**src/commit_pkg.sv**
```systemverilog
package commit_pkg;

  // ------------------------------------------------------------------
  // Widths and sizes
  // ------------------------------------------------------------------
  localparam int XLEN        = 32;
  localparam int REG_IDX_LEN = 5;
  localparam int ROB_DEPTH   = 8;
  localparam int ROB_IDX_LEN = $clog2(ROB_DEPTH);
  localparam int EXCEPT_LEN  = 4;

  typedef logic [ROB_IDX_LEN-1:0] rob_idx_t;

  // ------------------------------------------------------------------
  // Bundles
  // ------------------------------------------------------------------

  // Written by issue into a fresh ROB slot
  typedef struct packed {
    logic [XLEN-1:0]        pc;
    logic [REG_IDX_LEN-1:0] rd_idx;
    logic                   rd_write;
  } issue_data_t;

  // One result on the common data bus
  typedef struct packed {
    rob_idx_t              rob_idx;
    logic [XLEN-1:0]       value;
    logic                  except_raised;
    logic [EXCEPT_LEN-1:0] except_code;
    logic                  mispredict;
  } cdb_data_t;

  typedef struct packed {
    logic [XLEN-1:0]        pc;
    logic [REG_IDX_LEN-1:0] rd_idx;
    logic                   rd_write;
    logic                   res_ready;
    logic [XLEN-1:0]        value;
    logic                   except_raised;
    logic [EXCEPT_LEN-1:0]  except_code;
    logic                   mispredict;
  } rob_entry_t;

  // Committing instruction register content
  typedef struct packed {
    logic       valid;
    rob_idx_t   rob_idx;
    rob_entry_t entry;
  } comm_entry_t;

  typedef struct packed {
    logic            ready;
    logic [XLEN-1:0] value;
  } opnd_t;

  typedef struct packed {
    logic            busy;
    logic            res_ready;
    logic [XLEN-1:0] value;
  } rob_lookup_t;

  typedef struct packed {
    logic [XLEN-3:0] base;
    logic [1:0]      mode;
  } mtvec_t;

  typedef enum logic [1:0] {
    COMM_NONE,
    COMM_REG,
    COMM_EXCEPT,
    COMM_MISPRED
  } comm_type_t;

  typedef enum logic [1:0] {
    CU_RUN,
    CU_EXCEPT,
    CU_FLUSH
  } cu_state_t;

endpackage

```
**src/commit_cu.sv**
```systemverilog
`timescale 1ns/1ps

module commit_cu (
  input  logic                                clk_i,
  input  logic                                rst_ni,

  // ROB head
  input  logic                                head_valid_i,
  input  commit_pkg::rob_entry_t              head_entry_i,
  input  commit_pkg::rob_idx_t                head_idx_i,
  output logic                                head_pop_o,

  // Front end and trap vector
  input  logic                                fe_ready_i,
  input  commit_pkg::mtvec_t                  mtvec_i,

  output commit_pkg::comm_entry_t             comm_entry_o,

  // Retirement
  output logic                                rf_valid_o,
  output logic [commit_pkg::REG_IDX_LEN-1:0]  rd_idx_o,
  output logic [commit_pkg::XLEN-1:0]         rd_value_o,
  output logic                                except_raised_o,
  output logic [commit_pkg::XLEN-1:0]         except_pc_o,
  output logic                                ex_mis_flush_o,
  output logic                                except_flush_o
);

  commit_pkg::cu_state_t         state_q, state_d;
  commit_pkg::comm_type_t        head_type, comm_type_q;
  logic                          comm_valid_q;
  commit_pkg::rob_idx_t          comm_idx_q;
  commit_pkg::rob_entry_t        comm_data_q;
  logic [commit_pkg::XLEN-1:0]   trap_offset;

  // ------------------------------------------------------------------
  // Classification of the head instruction
  // ------------------------------------------------------------------
  always_comb begin : classify
    if (head_entry_i.except_raised) begin
      head_type = commit_pkg::COMM_EXCEPT;
    end else if (head_entry_i.mispredict) begin
      head_type = commit_pkg::COMM_MISPRED;
    end else if (head_entry_i.rd_write) begin
      head_type = commit_pkg::COMM_REG;
    end else begin
      head_type = commit_pkg::COMM_NONE;
    end
  end

  // Only pop while running
  assign head_pop_o = (state_q == commit_pkg::CU_RUN) && head_valid_i;

  // ------------------------------------------------------------------
  // Control FSM
  // ------------------------------------------------------------------
  always_comb begin : next_state
    state_d = state_q;
    case (state_q)
      commit_pkg::CU_RUN: begin
        if (head_pop_o && (head_type == commit_pkg::COMM_EXCEPT)) begin
          state_d = commit_pkg::CU_EXCEPT;
        end else if (head_pop_o && (head_type == commit_pkg::COMM_MISPRED)) begin
          state_d = commit_pkg::CU_FLUSH;
        end
      end
      commit_pkg::CU_FLUSH:  state_d = commit_pkg::CU_RUN;
      commit_pkg::CU_EXCEPT: begin
        if (fe_ready_i) begin
          state_d = commit_pkg::CU_RUN;
        end
      end
      default:               state_d = commit_pkg::CU_RUN;
    endcase
  end

  // Valid drops on the flush edge as no pop happens outside CU_RUN
  always_ff @(posedge clk_i or negedge rst_ni) begin : ctrl_regs
    if (!rst_ni) begin
      state_q      <= commit_pkg::CU_RUN;
      comm_valid_q <= 1'b0;
      comm_type_q  <= commit_pkg::COMM_NONE;
    end else begin
      state_q      <= state_d;
      comm_valid_q <= head_pop_o;
      if (head_pop_o) begin
        comm_type_q <= head_type;
      end
    end
  end

  // Committing instruction payload
  always_ff @(posedge clk_i) begin : comm_payload
    if (head_pop_o) begin
      comm_idx_q  <= head_idx_i;
      comm_data_q <= head_entry_i;
    end
  end

  assign comm_entry_o.valid   = comm_valid_q;
  assign comm_entry_o.rob_idx = comm_idx_q;
  assign comm_entry_o.entry   = comm_data_q;

  // ------------------------------------------------------------------
  // Outputs from the registered instruction
  // ------------------------------------------------------------------
  assign rf_valid_o = comm_valid_q &&
      ((comm_type_q == commit_pkg::COMM_REG) ||
       ((comm_type_q == commit_pkg::COMM_MISPRED) && comm_data_q.rd_write));
  assign rd_idx_o   = comm_data_q.rd_idx;
  assign rd_value_o = comm_data_q.value;

  assign ex_mis_flush_o  = (state_q == commit_pkg::CU_FLUSH);
  assign except_raised_o = (state_q == commit_pkg::CU_EXCEPT);
  assign except_flush_o  = except_raised_o && comm_valid_q;

  // Trap address, vectored mode adds cause * 4
  assign trap_offset = (mtvec_i.mode == 2'd1) ?
      {{(commit_pkg::XLEN - commit_pkg::EXCEPT_LEN - 2){1'b0}}, comm_data_q.except_code, 2'b00} :
      '0;
  assign except_pc_o = {mtvec_i.base, 2'b00} + trap_offset;

endmodule

```
**src/commit_stage.sv**
```systemverilog
`timescale 1ns/1ps

module commit_stage (
  input  logic                                clk_i,
  input  logic                                rst_ni,

  // Issue
  input  logic                                issue_valid_i,
  output logic                                issue_ready_o,
  input  commit_pkg::issue_data_t             issue_data_i,
  output commit_pkg::rob_idx_t                issue_tail_idx_o,
  input  commit_pkg::rob_idx_t                issue_rs1_idx_i,
  input  commit_pkg::rob_idx_t                issue_rs2_idx_i,
  output commit_pkg::opnd_t                   issue_rs1_o,
  output commit_pkg::opnd_t                   issue_rs2_o,

  // Common data bus
  input  logic                                cdb_valid_i,
  input  commit_pkg::cdb_data_t               cdb_data_i,

  // Front end
  input  logic                                fe_ready_i,
  input  commit_pkg::mtvec_t                  mtvec_i,
  output logic                                except_raised_o,
  output logic [commit_pkg::XLEN-1:0]         except_pc_o,

  // Register file
  output logic                                rf_valid_o,
  output logic [commit_pkg::REG_IDX_LEN-1:0]  rd_idx_o,
  output logic [commit_pkg::XLEN-1:0]         rd_value_o,

  // Pipeline flush
  output logic                                ex_mis_flush_o,
  output logic                                except_flush_o
);

  logic                     head_valid;
  logic                     head_pop;
  commit_pkg::rob_entry_t   head_entry;
  commit_pkg::rob_idx_t     head_idx;
  commit_pkg::rob_lookup_t  rs1_lookup;
  commit_pkg::rob_lookup_t  rs2_lookup;
  commit_pkg::comm_entry_t  comm_entry;

  // Both flush kinds empty the ROB
  wire rob_flush = ex_mis_flush_o | except_flush_o;

  rob u_rob (
    .clk_i            (clk_i),
    .rst_ni           (rst_ni),
    .flush_i          (rob_flush),
    .issue_valid_i    (issue_valid_i),
    .issue_ready_o    (issue_ready_o),
    .issue_data_i     (issue_data_i),
    .issue_tail_idx_o (issue_tail_idx_o),
    .cdb_valid_i      (cdb_valid_i),
    .cdb_data_i       (cdb_data_i),
    .head_valid_o     (head_valid),
    .head_entry_o     (head_entry),
    .head_idx_o       (head_idx),
    .head_pop_i       (head_pop),
    .rs1_idx_i        (issue_rs1_idx_i),
    .rs2_idx_i        (issue_rs2_idx_i),
    .rs1_lookup_o     (rs1_lookup),
    .rs2_lookup_o     (rs2_lookup)
  );

  operand_fwd u_operand_fwd (
    .cdb_valid_i  (cdb_valid_i),
    .cdb_data_i   (cdb_data_i),
    .rs1_idx_i    (issue_rs1_idx_i),
    .rs2_idx_i    (issue_rs2_idx_i),
    .rs1_lookup_i (rs1_lookup),
    .rs2_lookup_i (rs2_lookup),
    .comm_entry_i (comm_entry),
    .rs1_o        (issue_rs1_o),
    .rs2_o        (issue_rs2_o)
  );

  commit_cu u_commit_cu (
    .clk_i           (clk_i),
    .rst_ni          (rst_ni),
    .head_valid_i    (head_valid),
    .head_entry_i    (head_entry),
    .head_idx_i      (head_idx),
    .head_pop_o      (head_pop),
    .fe_ready_i      (fe_ready_i),
    .mtvec_i         (mtvec_i),
    .comm_entry_o    (comm_entry),
    .rf_valid_o      (rf_valid_o),
    .rd_idx_o        (rd_idx_o),
    .rd_value_o      (rd_value_o),
    .except_raised_o (except_raised_o),
    .except_pc_o     (except_pc_o),
    .ex_mis_flush_o  (ex_mis_flush_o),
    .except_flush_o  (except_flush_o)
  );

endmodule

```
**src/operand_fwd.sv**
```systemverilog
`timescale 1ns/1ps

module operand_fwd (
  input  logic                     cdb_valid_i,
  input  commit_pkg::cdb_data_t    cdb_data_i,
  input  commit_pkg::rob_idx_t     rs1_idx_i,
  input  commit_pkg::rob_idx_t     rs2_idx_i,
  input  commit_pkg::rob_lookup_t  rs1_lookup_i,
  input  commit_pkg::rob_lookup_t  rs2_lookup_i,
  input  commit_pkg::comm_entry_t  comm_entry_i,
  output commit_pkg::opnd_t        rs1_o,
  output commit_pkg::opnd_t        rs2_o
);

  // Newest source first: CDB, then ROB slot, then committing register
  function automatic commit_pkg::opnd_t select_opnd(
    input commit_pkg::rob_idx_t    idx,
    input commit_pkg::rob_lookup_t lk,
    input logic                    cdb_valid,
    input commit_pkg::cdb_data_t   cdb,
    input commit_pkg::comm_entry_t comm
  );
    commit_pkg::opnd_t op;
    if (cdb_valid && (cdb.rob_idx == idx)) begin
      op.ready = 1'b1;
      op.value = cdb.value;
    end else if (lk.busy) begin
      // Slot still in flight, result may be pending
      op.ready = lk.res_ready;
      op.value = lk.value;
    end else if (comm.valid && (comm.rob_idx == idx)) begin
      op.ready = 1'b1;
      op.value = comm.entry.value;
    end else begin
      op.ready = 1'b0;
      op.value = '0;
    end
    return op;
  endfunction

  assign rs1_o = select_opnd(rs1_idx_i, rs1_lookup_i, cdb_valid_i, cdb_data_i, comm_entry_i);
  assign rs2_o = select_opnd(rs2_idx_i, rs2_lookup_i, cdb_valid_i, cdb_data_i, comm_entry_i);

endmodule

```
**src/rob.sv**
```systemverilog
`timescale 1ns/1ps

module rob (
  input  logic                     clk_i,
  input  logic                     rst_ni,
  input  logic                     flush_i,

  // Issue side
  input  logic                     issue_valid_i,
  output logic                     issue_ready_o,
  input  commit_pkg::issue_data_t  issue_data_i,
  output commit_pkg::rob_idx_t     issue_tail_idx_o,

  // Result write-back
  input  logic                     cdb_valid_i,
  input  commit_pkg::cdb_data_t    cdb_data_i,

  // Head towards the commit control
  output logic                     head_valid_o,
  output commit_pkg::rob_entry_t   head_entry_o,
  output commit_pkg::rob_idx_t     head_idx_o,
  input  logic                     head_pop_i,

  // Operand lookup
  input  commit_pkg::rob_idx_t     rs1_idx_i,
  input  commit_pkg::rob_idx_t     rs2_idx_i,
  output commit_pkg::rob_lookup_t  rs1_lookup_o,
  output commit_pkg::rob_lookup_t  rs2_lookup_o
);

  typedef logic [commit_pkg::ROB_IDX_LEN:0] cnt_t;

  localparam cnt_t FULL_CNT = cnt_t'(commit_pkg::ROB_DEPTH);

  commit_pkg::rob_entry_t                   data_q [commit_pkg::ROB_DEPTH];
  logic [commit_pkg::ROB_DEPTH-1:0]         busy_q;
  commit_pkg::rob_idx_t                     head_q;
  commit_pkg::rob_idx_t                     tail_q;
  cnt_t                                     cnt_q;
  logic                                     issue_accept;

  function automatic commit_pkg::rob_idx_t next_ptr(input commit_pkg::rob_idx_t ptr);
    if (ptr == commit_pkg::rob_idx_t'(commit_pkg::ROB_DEPTH - 1)) begin
      return '0;
    end
    return ptr + 1'b1;
  endfunction

  function automatic commit_pkg::rob_lookup_t read_slot(
    input logic                   busy,
    input commit_pkg::rob_entry_t entry
  );
    commit_pkg::rob_lookup_t lk;
    lk.busy      = busy;
    lk.res_ready = busy & entry.res_ready;
    lk.value     = entry.value;
    return lk;
  endfunction

  assign issue_ready_o    = (cnt_q != FULL_CNT);
  assign issue_accept     = issue_valid_i && issue_ready_o;
  assign issue_tail_idx_o = tail_q;

  // ------------------------------------------------------------------
  // Pointers, occupancy and busy bits
  // ------------------------------------------------------------------
  always_ff @(posedge clk_i or negedge rst_ni) begin : rob_ctrl
    if (!rst_ni) begin
      head_q <= '0;
      tail_q <= '0;
      cnt_q  <= '0;
      busy_q <= '0;
    end else if (flush_i) begin
      head_q <= '0;
      tail_q <= '0;
      cnt_q  <= '0;
      busy_q <= '0;
    end else begin
      if (head_pop_i) begin
        busy_q[head_q] <= 1'b0;
        head_q         <= next_ptr(head_q);
      end
      if (issue_accept) begin
        busy_q[tail_q] <= 1'b1;
        tail_q         <= next_ptr(tail_q);
      end
      case ({issue_accept, head_pop_i})
        2'b10:   cnt_q <= cnt_q + cnt_t'(1);
        2'b01:   cnt_q <= cnt_q - cnt_t'(1);
        default: cnt_q <= cnt_q;
      endcase
    end
  end

  // ------------------------------------------------------------------
  // Slot contents
  // ------------------------------------------------------------------
  always_ff @(posedge clk_i) begin : rob_data
    if (issue_accept) begin
      data_q[tail_q].pc            <= issue_data_i.pc;
      data_q[tail_q].rd_idx        <= issue_data_i.rd_idx;
      data_q[tail_q].rd_write      <= issue_data_i.rd_write;
      data_q[tail_q].res_ready     <= 1'b0;
      data_q[tail_q].value         <= '0;
      data_q[tail_q].except_raised <= 1'b0;
      data_q[tail_q].except_code   <= '0;
      data_q[tail_q].mispredict    <= 1'b0;
    end
    // Results for freed slots are stale and dropped
    if (cdb_valid_i && busy_q[cdb_data_i.rob_idx]) begin
      data_q[cdb_data_i.rob_idx].res_ready     <= 1'b1;
      data_q[cdb_data_i.rob_idx].value         <= cdb_data_i.value;
      data_q[cdb_data_i.rob_idx].except_raised <= cdb_data_i.except_raised;
      data_q[cdb_data_i.rob_idx].except_code   <= cdb_data_i.except_code;
      data_q[cdb_data_i.rob_idx].mispredict    <= cdb_data_i.mispredict;
    end
  end

  // Head is committable once its result is in
  assign head_valid_o = busy_q[head_q] && data_q[head_q].res_ready;
  assign head_entry_o = data_q[head_q];
  assign head_idx_o   = head_q;

  assign rs1_lookup_o = read_slot(busy_q[rs1_idx_i], data_q[rs1_idx_i]);
  assign rs2_lookup_o = read_slot(busy_q[rs2_idx_i], data_q[rs2_idx_i]);

endmodule

```
**config.mk**
```make
export PLATFORM = sky130hd
export DESIGN_NAME = commit_stage
export DESIGN_NICKNAME = d
export VERILOG_FILES = /design/src/commit_pkg.sv /design/src/commit_cu.sv /design/src/commit_stage.sv /design/src/operand_fwd.sv /design/src/rob.sv
export SDC_FILE = /design/constraint.sdc
export NUM_CORES = 1
export LEC_CHECK = 0
export BUFFER_PORTS_ARGS = -buffer_cell sky130_fd_sc_hd__buf_4
export CORE_UTILIZATION = 36
export DETAILED_ROUTE_END_ITERATION = 7
export SYNTH_ARGS = -nofsm -noshare
export SYNTH_HDL_FRONTEND = slang
export SYNTH_HIERARCHICAL = 1
export SYNTH_SLANG_ARGS = --single-unit
```
**constraint.sdc**
```tcl
create_clock -name clk_i -period 11.75 [get_ports clk_i]
set_input_delay 1.175 -clock clk_i [delete_from_list [all_inputs] [get_ports clk_i]]
set_output_delay 1.175 -clock clk_i [all_outputs]
set_load 0.02 [all_outputs]
```
==> results.yml, run 1 <==
die:
  ios: 265
  core-area_um2: 68900
  die_y_um: 266
  die_area_um2: 71000
  initial_core_util_pct: 36.5
  fp.dieW_um: 266
  rows: 96
timing:
  period_minus_slack_ns: 6.14
  worstMarginPinSlew_ns: 1.13
  rsz0062_at_grt: "no"
  setup_viol: 0
  period_share_pct: 52.2
  slew_headroom_pct: 24.9
  setup_tns_ns: 0
  hold_viol: 0
  maxSlewViolCount: 0
  whs_ns: 0.460
  fmax_mhz: 163
  setup_ws_ns: 5.61
  skew_ns: 0.0357
global_routing:
  antenna_found_initial: 4
  grt_pass1_vias: 16500
  overflow: 0
  grt.total_usage_pct: 21.3
  grt_pass1_wl_um: 111000
  grt_max_degree: 66
synth:
  netlist_instances: 1723
  yosysWarningCount: 6
  netlist_area_um2: 25200
  avgSynthCellArea_um2: 14.6
worst_setup_path:
  ff2ff_path_depth: 13
  worst_path_largest_cell_delay_ns: 0.68
  worstPathArrival_ns: 4.96
  endpoint_kind: "primary output"
  path_cells: "buf_4 -> mux4_2 -> mux2_2 -> nand2b_4 -> nor4_4 -> buf_4 -> a22oi_1 -> a21oi_1 -> buf_4"
  crit_type: "primary input to primary output"
  critical_path_required_ns: 10.58
  path_max_fanout: 35
  crit_slowest_cell: "mux2_2"
  start_kind: "primary input"
  crit_top_cell: "buf_4"
detailed_routing:
  drtAntennaViolNets: 0
  finalWirelength_um: 75700
  wl_per_cell_um: 26.9
  num_vias: 16100
  drt_iter0_drc: 1700
  via_per_inst: 5.73
  dr.pass1.iters: 7
  drcViolationCount: 0
clock_tree:
  clock_sinks: 428
  cts_buffers: 48
  cts_tree: "built"
  post_cts_resized: 0
  cts_max_path_buffers: 3
  cts_setup_buffers: 0
  path_clk_slew_ns: 0.06
  h-tree-depth: 2
  hold_buffers: 0
  root_buffer: "clkbuf_16"
  worstSkewPairLatency_ns: 0.61
pwr:
  worst_ir_drop_vdd_mv: 0.151
  p_per_area_nw_per_um2: 214
  leakagePower_nw: 10.1
layout:
  num_antenna_cells: 0
  multi_input_area_um2: 11300
  final_util_pct: 41.7
  fillerInstances: 6359
  area_growth_pct: 14.2
  drive_gt1_share_pct: 38.5
  regArea_um2: 12700
  nets: 1980
job:
  maxCapViolCount: 0
status:
  outcome: "finished clean"
place:
  hpwlAfterDp_um: 42600
  pre_cts_slack_ns: 5.59
  portBuffers: 230
  gp_congestion: 0.843
hold_path:
  hold_class: "primary input to asynchronous set/reset pin"
-- critical path, delay by kind of cell --
family | cells | cell delay [ns]
buffers and inverters | 3 | 1.27
AO/OA/AOI/OAI | 2 | 0.61
AND/OR/NAND/NOR | 2 | 0.56
multiplexers | 2 | 1.31
-- power by group --
group / leakage, nW / internal, mW / switching, mW
logic: 5.30 / 1.04 / 1.25
clock network: 0.742 / 0.845 / 0.625
registers: 4.07 / 2.08 / 0.302
total: 10.1 / 3.97 / 2.17
-- routing by layer --
layer,share of wire (%),routed length [µm],track usage [%],up-vias
li1,-,-,-,6861
met3,8.6,6550,4.71,113
met5,0.048,36,0,-
met4,1.9,1440,5.27,8
met2,48,36200,34.2,740
met1,42,31500,29.2,8417
-- stage by stage --
step / instance area (µm²) / std cells / total power [mW]
2_1_floorplan: 25200 / 1724 / 3.97
3_3_place_gp: 27200 / 2728 / 4.65
3_5_place_dp: 27200 / 2728 / 4.70
4_1_cts: 28700 / 2818 / 6.18
5_1_grt: 28700 / 2818 / 6.41
6_report: 28700 / 2818 / 6.15
-- area by class of cell --
| cell class | count | share of cell area, % |
|---|---|---|
| sequential | 428 | 44.1 |
| multi-input combinational | 1086 | 39.5 |
| timing repair buffer | 258 | 6.74 |
| clock buffer | 74 | 4.88 |
| tap | 931 | 4.05 |
| clock inverter | 16 | 0.453 |
| inverter | 25 | 0.326 |
-- path summary, 6_finish.rpt --
kind	start	end	slack, ns
setup / recovery	issue_rs2_idx_i[0]	issue_rs2_o[24]	5.61
min in group clk_i	u_commit_cu/comm_type_q[1]	u_commit_cu/comm_type_q[1]	0.50
setup reg to reg	u_rob/head_idx_o[0]	u_rob/cnt_q[3]	7.00
hold reg to reg	u_commit_cu/comm_type_q[1]	u_commit_cu/comm_type_q[1]	0.50
max in group asynchronous	rst_ni	u_rob/head_idx_o[0]	11.01
hold / removal	rst_ni	u_rob/cnt_q[1]	0.46
-- state kept, by name, indices dropped and copies added (netlist names) --
name / flops
u_commit_cu/comm_entry_o: 5
u_rob/issue_tail_idx_o: 3
u_rob/cnt_q: 4
u_commit_cu/comm_valid_q: 1
u_rob/head_idx_o: 3
u_commit_cu/rd_value_o: 32
u_commit_cu/comm_type_q: 2
u_rob/data_q: 360
u_rob/busy_q: 8
u_commit_cu/comm_idx_q: 3
u_commit_cu/rd_idx_o: 5
u_commit_cu/state_q: 2
-- layout by cell type, fill, tap and decap left out, types with 4 or more instances in the layout --
cell type and n:
edfxtp_1 397, and2_1 313, buf_4 258, mux4_2 227
mux2_2 113, nor2_1 75, a21oi_1 62, clkbuf_16 51
a22oi_1 43, xnor2_1 33, inv_1 24, nand2_1 22
a22oi_2 21, dfrtp_1 20, clkbuf_1 19, a21oi_2 19
o21ai_0 15, nand4_1 12, and3_1 12, ha_1 10
clkinv_1 9, xor2_1 9, a21o_1 9, nor2b_1 8
nand3_1 8, dfxtp_1 8, nand2b_1 5, nand2_4 5
clkbuf_8 4, clkinv_2 4, a211oi_1 4, and4_1 4
o211ai_1 4, or3_1 4, nor3_1 4, mux2i_1 4
(Power assumes the default switching activity.)
==> run 2: changes to the inputs <==
==> constraint.sdc (replaced) <==
create_clock -name clk_i -period 5.3 [get_ports clk_i]
set_input_delay 0.53 -clock clk_i [delete_from_list [all_inputs] [get_ports clk_i]]
set_output_delay 0.53 -clock clk_i [all_outputs]
set_load 0.02 [all_outputs]
==> run 2 against run 1 <==
First-iteration DRC count is 4.6% lower. Flip-flop and latch count is the same. Core utilization down 0.11 points. Cell count decreased by 0.14%. Critical path depth down 1. Critical path type is now flop to primary output. Largest cell class unchanged. Largest power group unchanged.
==> results.yml, run 2 (synthesis results as in run 1) <==
status:
  outcome: "finished clean"
die:
  ios: 265
  rows: 96
  fp.dieW_um: 266
  initial_core_util_pct: 36.5
  die_area_um2: 71000
  die_y_um: 266
  core-area_um2: 68900
layout:
  final_common_cell: "edfxtp_1"
  largest_register: "u_rob/data_q"
  num_antenna_cells: 0
  largest_reg_flops: 360
  fillerInstances: 6376
  final_cell_mix: "edfxtp_1 (397), and2_1 (313), buf_4 (257)"
  area_growth_pct: 13.9
  regArea_um2: 12700
  nets: 1981
  drive_gt1_share_pct: 38.6
  multi_input_area_um2: 11300
worst_setup_path:
  reg2reg_from: "u_rob/head_idx_o[0]"
  crit_top_cell: "buf_4"
  crit_slowest_cell: "mux4_2"
  endpoint_kind: "primary output"
  worst_path_largest_cell_delay_ns: 0.51
  ff2ff_path_depth: 12
  path_cells: "mux4_2 -> mux2_2 -> nand2b_4 -> nor4_4 -> buf_4 -> a22oi_1 -> a21oi_1 -> buf_4"
  critical_path_required_ns: 4.77
  rrSetupSlack_ns: 1.43
  crit_type: "flop to primary output"
  worstPathArrival_ns: 3.52
  start_kind: "flop"
  path_max_fanout: 18
  r2r-end: "u_rob/cnt_q[3]"
timing:
  fmax_mhz: 247
  maxSlewViolCount: 0
  slew_headroom_pct: 22.6
  worstMarginPinSlew_ns: 1.16
  hold_viol: 0
  rsz0062_at_grt: "no"
  period_share_pct: 76.5
  setup_tns_ns: 0
  skew_ns: 0.0148
  setup_viol: 0
  period_minus_slack_ns: 4.05
global_routing:
  grt_pass1_vias: 16400
  antenna_found_initial: 2
  grt_max_degree: 72
  grt.total_usage_pct: 21.1
  grt_pass1_wl_um: 109000
  overflow: 0
detailed_routing:
  drtAntennaViolNets: 0
  drcViolationCount: 0
  finalWirelength_um: 75500
  drt_iter0_drc: 1622
  wl_per_cell_um: 26.8
  dr.pass1.iters: 6
  via_per_inst: 5.70
  num_vias: 16000
pwr:
  leakagePower_nw: 10.1
  worst_ir_drop_vdd_mv: 0.383
  power_mw: 13.5
  p_per_area_nw_per_um2: 470
job:
  maxCapViolCount: 0
clock_tree:
  clock_sinks: 428
  cts_max_path_buffers: 3
  h-tree-depth: 2
  post_cts_resized: 0
  worstSkewPairLatency_ns: 0.59
  cts_setup_buffers: 0
  hold_buffers: 1
  root_buffer: "clkbuf_16"
  cts_tree: "built"
  path_clk_slew_ns: 0.06
  cts_buffers: 46
place:
  portBuffers: 230
  gp_congestion: 0.834
  hpwlAfterDp_um: 42100
hold_path:
  hold_path_end: "u_rob/data_q[0][40]"
  hold_class: "primary input to flop"
  hp-start: "issue_data_i[1]"
  hold_path_depth: 1
[run 2: per-stage QoR]
stage | utilization (%) | cells | instance area (µm²) | worst slack (ns) | hold slack [ns]
floorplan | - | 1724 | 25200 | 1.36 | 0.234
global placement | 39.5 | 2730 | 27300 | 1.40 | 0.450
detailed placement | 39.5 | 2730 | 27300 | 1.37 | 0.450
CTS | 41.6 | 2814 | 28700 | 1.30 | 0.149
global route | 41.6 | 2814 | 28700 | 1.13 | 0.155
finish | 41.6 | 2814 | 28700 | 1.25 | 0.173
[run 2: worst max-delay path by stage]
| stage | cells past startpoint | slack, ns | start | to |
|---|---|---|---|---|
| 3_3_place_gp | 9 | 1.40 | issue_rs1_idx_i[0] | issue_rs1_o[31] |
| 4_1_cts | 8 | 1.30 | u_rob/busy_q[3] | issue_rs2_o[24] |
| 5_1_grt | 8 | 1.13 | u_rob/busy_q[3] | issue_rs2_o[24] |
| 3_5_place_dp | 9 | 1.37 | issue_rs1_idx_i[0] | issue_rs1_o[31] |
| 2_1_floorplan | 14 | 1.36 | u_rob/head_idx_o[2] | u_rob/cnt_q[3] |
| 6_report | 8 | 1.25 | u_rob/busy_q[3] | issue_rs2_o[24] |
[run 2: final cells by class]
class,count,share of cell area (%)
inverter,25,0.327
clock inverter,22,0.611
tap,931,4.06
clock buffer,61,4.28
multi-input combinational,1086,39.6
timing repair buffer,261,6.97
sequential,428,44.2
[run 2: worst max-delay path, delay by kind of cell (launching register included)]
family          cells  cell delay (ns)
mux                 2             0.80
buf+inv             2             0.64
compound gates      2             0.63
flops               1             0.46
simple gates        2             0.39
[run 2: per-layer routing]
metal  part of all wire (%)  routed length [µm]  track usage (%)  vias to the layer above
met2                     48               35900             34.0                      786
met5                  0.028                  21                0                        -
li1                       -                   -                -                     6861
met4                    2.3                1740             5.50                        4
met3                    9.9                7490             5.66                      116
met1                     40               30300             28.2                     8279
[run 2: where the power goes]
group / internal [mW] / switching (mW) / total [mW]
Combinational: 2.32 / 2.81 / 5.13
Clock: 1.73 / 1.36 / 3.09
Sequential: 4.62 / 0.634 / 5.25
==> run 3: changes to the inputs <==
--- a/config.mk
+++ b/config.mk
@@ -5,6 +5,7 @@
 export SDC_FILE = /design/constraint.sdc
 export NUM_CORES = 1
 export LEC_CHECK = 0
+export ABC_AREA = 1
 export BUFFER_PORTS_ARGS = -buffer_cell sky130_fd_sc_hd__buf_4
 export CORE_UTILIZATION = 36
 export DETAILED_ROUTE_END_ITERATION = 7
==> constraint.sdc (replaced) <==
create_clock -name clk_i -period 3.5 [get_ports clk_i]
set_input_delay 0.35 -clock clk_i [delete_from_list [all_inputs] [get_ports clk_i]]
set_output_delay 0.35 -clock clk_i [all_outputs]
set_load 0.02 [all_outputs]
==> run 3 against run 2 <==
Total power rose by 51%. Setup slack lost 0.88 ns. Flip-flop and latch count is the same. Core utilization up 0.28 points. Via count increased by 52%. First-iteration DRC count is 69% higher. Clock power rose by 66%. Synthesized cell count increased by 94%. Critical path type unchanged. Critical endpoint is now issue_rs2_o[20]. Largest cell class unchanged.
==> results.yml, run 3 <==
layout:
  largest_reg_flops: 360
  num_antenna_cells: 0
  drive_gt1_share_pct: 12.6
  final_cell_mix: "nor2_1 (692), nand2_1 (535), o21ai_0 (446)"
  final_common_cell: "nor2_1"
  nets: 3543
  largest_register: "u_rob/data_q"
  area_growth_pct: 14.4
  fin_area_um2: 30100
worst_setup_path:
  crit_type: "flop to primary output"
  path_cells: "inv_1 -> a21oi_1 -> o21ai_0 -> o21ai_0 -> nor2_1 -> a31oi_4 -> buf_4 -> nor2_1 -> nand3_1 -> nand2_1 -> nand2_1 -> nand2_1 -> buf_4"
  worst_path_largest_cell_delay_ns: 0.46
  worstPathArrival_ns: 2.79
  endpoint_kind: "primary output"
  crit_buf_inv: 3
  crit_top_cell: "nand2_1"
  cp_top_family: "buffers and inverters"
  crit_slowest_cell: "buf_4"
  path_max_fanout: 42
  reg2reg_from: "u_rob/head_idx_o[0]"
  critPathLaunch: "u_rob/busy_q[5]"
  critical_path_required_ns: 3.15
  start_kind: "flop"
detailed_routing:
  dr.pass1.iters: 7
  drtAntennaViolNets: 0
  drt_iter0_drc: 2734
  drcViolationCount: 0
  num_vias: 24400
  finalWirelength_um: 93000
  via_per_inst: 5.56
  wl_per_cell_um: 21.2
die:
  die_area_um2: 74300
  fp.dieW_um: 273
  ios: 265
  core-area_um2: 72000
  die_y_um: 273
  initial_core_util_pct: 36.6
  rows: 98
timing:
  maxSlewViolCount: 0
  hold_viol: 0
  fmax_mhz: 319
  skew_ns: 0.0333
  rsz0062_at_grt: "no"
  setup_viol: 0
  slew_headroom_pct: 36.4
  setup_tns_ns: 0
  period_share_pct: 89.6
  worstMarginPinSlew_ns: 0.954
  period_minus_slack_ns: 3.14
  setup_ws_ns: 0.364
pwr:
  power_mw: 20.4
  seq_power_share_pct: 36.7
  net-switching-power_mw: 8.19
  clock_power_share_pct: 25.1
  intPower_mw: 12.2
  p_per_area_nw_per_um2: 676
  p_sw_share_pct: 40.2
  pwr-share-comb_pct: 38.2
  leakagePower_nw: 12.4
  worst_ir_drop_vdd_mv: 0.410
hold_path:
  hp-start: "cdb_data_i[15]"
  hold_class: "primary input to flop"
job:
  maxCapViolCount: 0
synth:
  avgSynthCellArea_um2: 7.90
  netlist_instances: 3336
  netlist_area_um2: 26400
  yosysWarningCount: 6
place:
  pre_cts_slack_ns: 0.625
  portBuffers: 230
  gp_congestion: 0.906
  postPlaceCellArea_um2: 28500
  hpwlAfterDp_um: 55700
global_routing:
  grt_pass1_wl_um: 138000
  grt.total_usage_pct: 24.4
  grt_max_degree: 123
  overflow: 0
  grt_pass1_vias: 22500
  antenna_found_initial: 3
status:
  outcome: "finished clean"
clock_tree:
  h-tree-depth: 2
  cts_tree: "built"
  worstSkewPairLatency_ns: 0.61
  clock_sinks: 428
  cts_buffers: 48
  post_cts_resized: 0
  root_buffer: "clkbuf_16"
  cts_max_path_buffers: 3
  path_clk_slew_ns: 0.06
-- run 3: worst paths after layout --
kind	end	slack, ns	cells past startpoint
worst max-delay path	issue_rs2_o[20]	0.36	13
worst min-delay path	u_rob/data_q[3][15]	0.18	3
worst max register to register	u_commit_cu/comm_type_q[0]	0.56	9
worst min register to register	u_rob/data_q[5][38]	0.45	2
max in group asynchronous	u_rob/head_idx_o[0]	3.02	2
min in group asynchronous	u_rob/cnt_q[1]	0.20	2
-- run 3: power groups by stage --
stage,sequential (mW),combinational (mW),clock (mW)
after floorplan,7.34,5.07,0
after global placement,7.55,7.62,0
after detailed placement,7.56,7.66,0
after CTS,7.46,7.70,5.19
after global routing,7.56,8.40,5.37
final,7.47,7.78,5.12
-- run 3: tightest hold or removal path, delay by kind of cell --
kind,cells,cell delay [ns]
and+or+nand+nor,1,0.12
buffers and inverters,2,0.20
-- run 3: what timing repair did --
action / in CTS / in global routing
hold buffers: 8 / 0
hold endpoints to repair: 72 / 0
buffers inserted: 0 / 0
-- run 3: cell type report --
class	count	area (µm²)
clock buffer	58	1260
clock inverter	27	304
fill	7166	41800
inverter	260	980
multi-input combinational	2354	11200
sequential	428	12700
tap	950	1190
timing repair buffer	318	2590
-- run 3: per-stage QoR --
step	cells	hold slack, ns	utilization (%)
6_report	4395	0.180	41.9
5_1_grt	4395	0.181	41.9
4_1_cts	4395	0.164	41.9
3_5_place_dp	4302	0.274	39.6
3_3_place_gp	4302	0.273	39.6
2_1_floorplan	3337	0.0544	-
-- run 3: layer usage --
metal / up-vias / track usage, % / share of wire [%]
met2: 1252 / 38.8 / 45
met4: 2 / 7.67 / 3.1
met1: 11500 / 33.4 / 42
li1: 11400 / - / -
met5: - / 0 / 0.0097
met3: 207 / 4.51 / 9.7
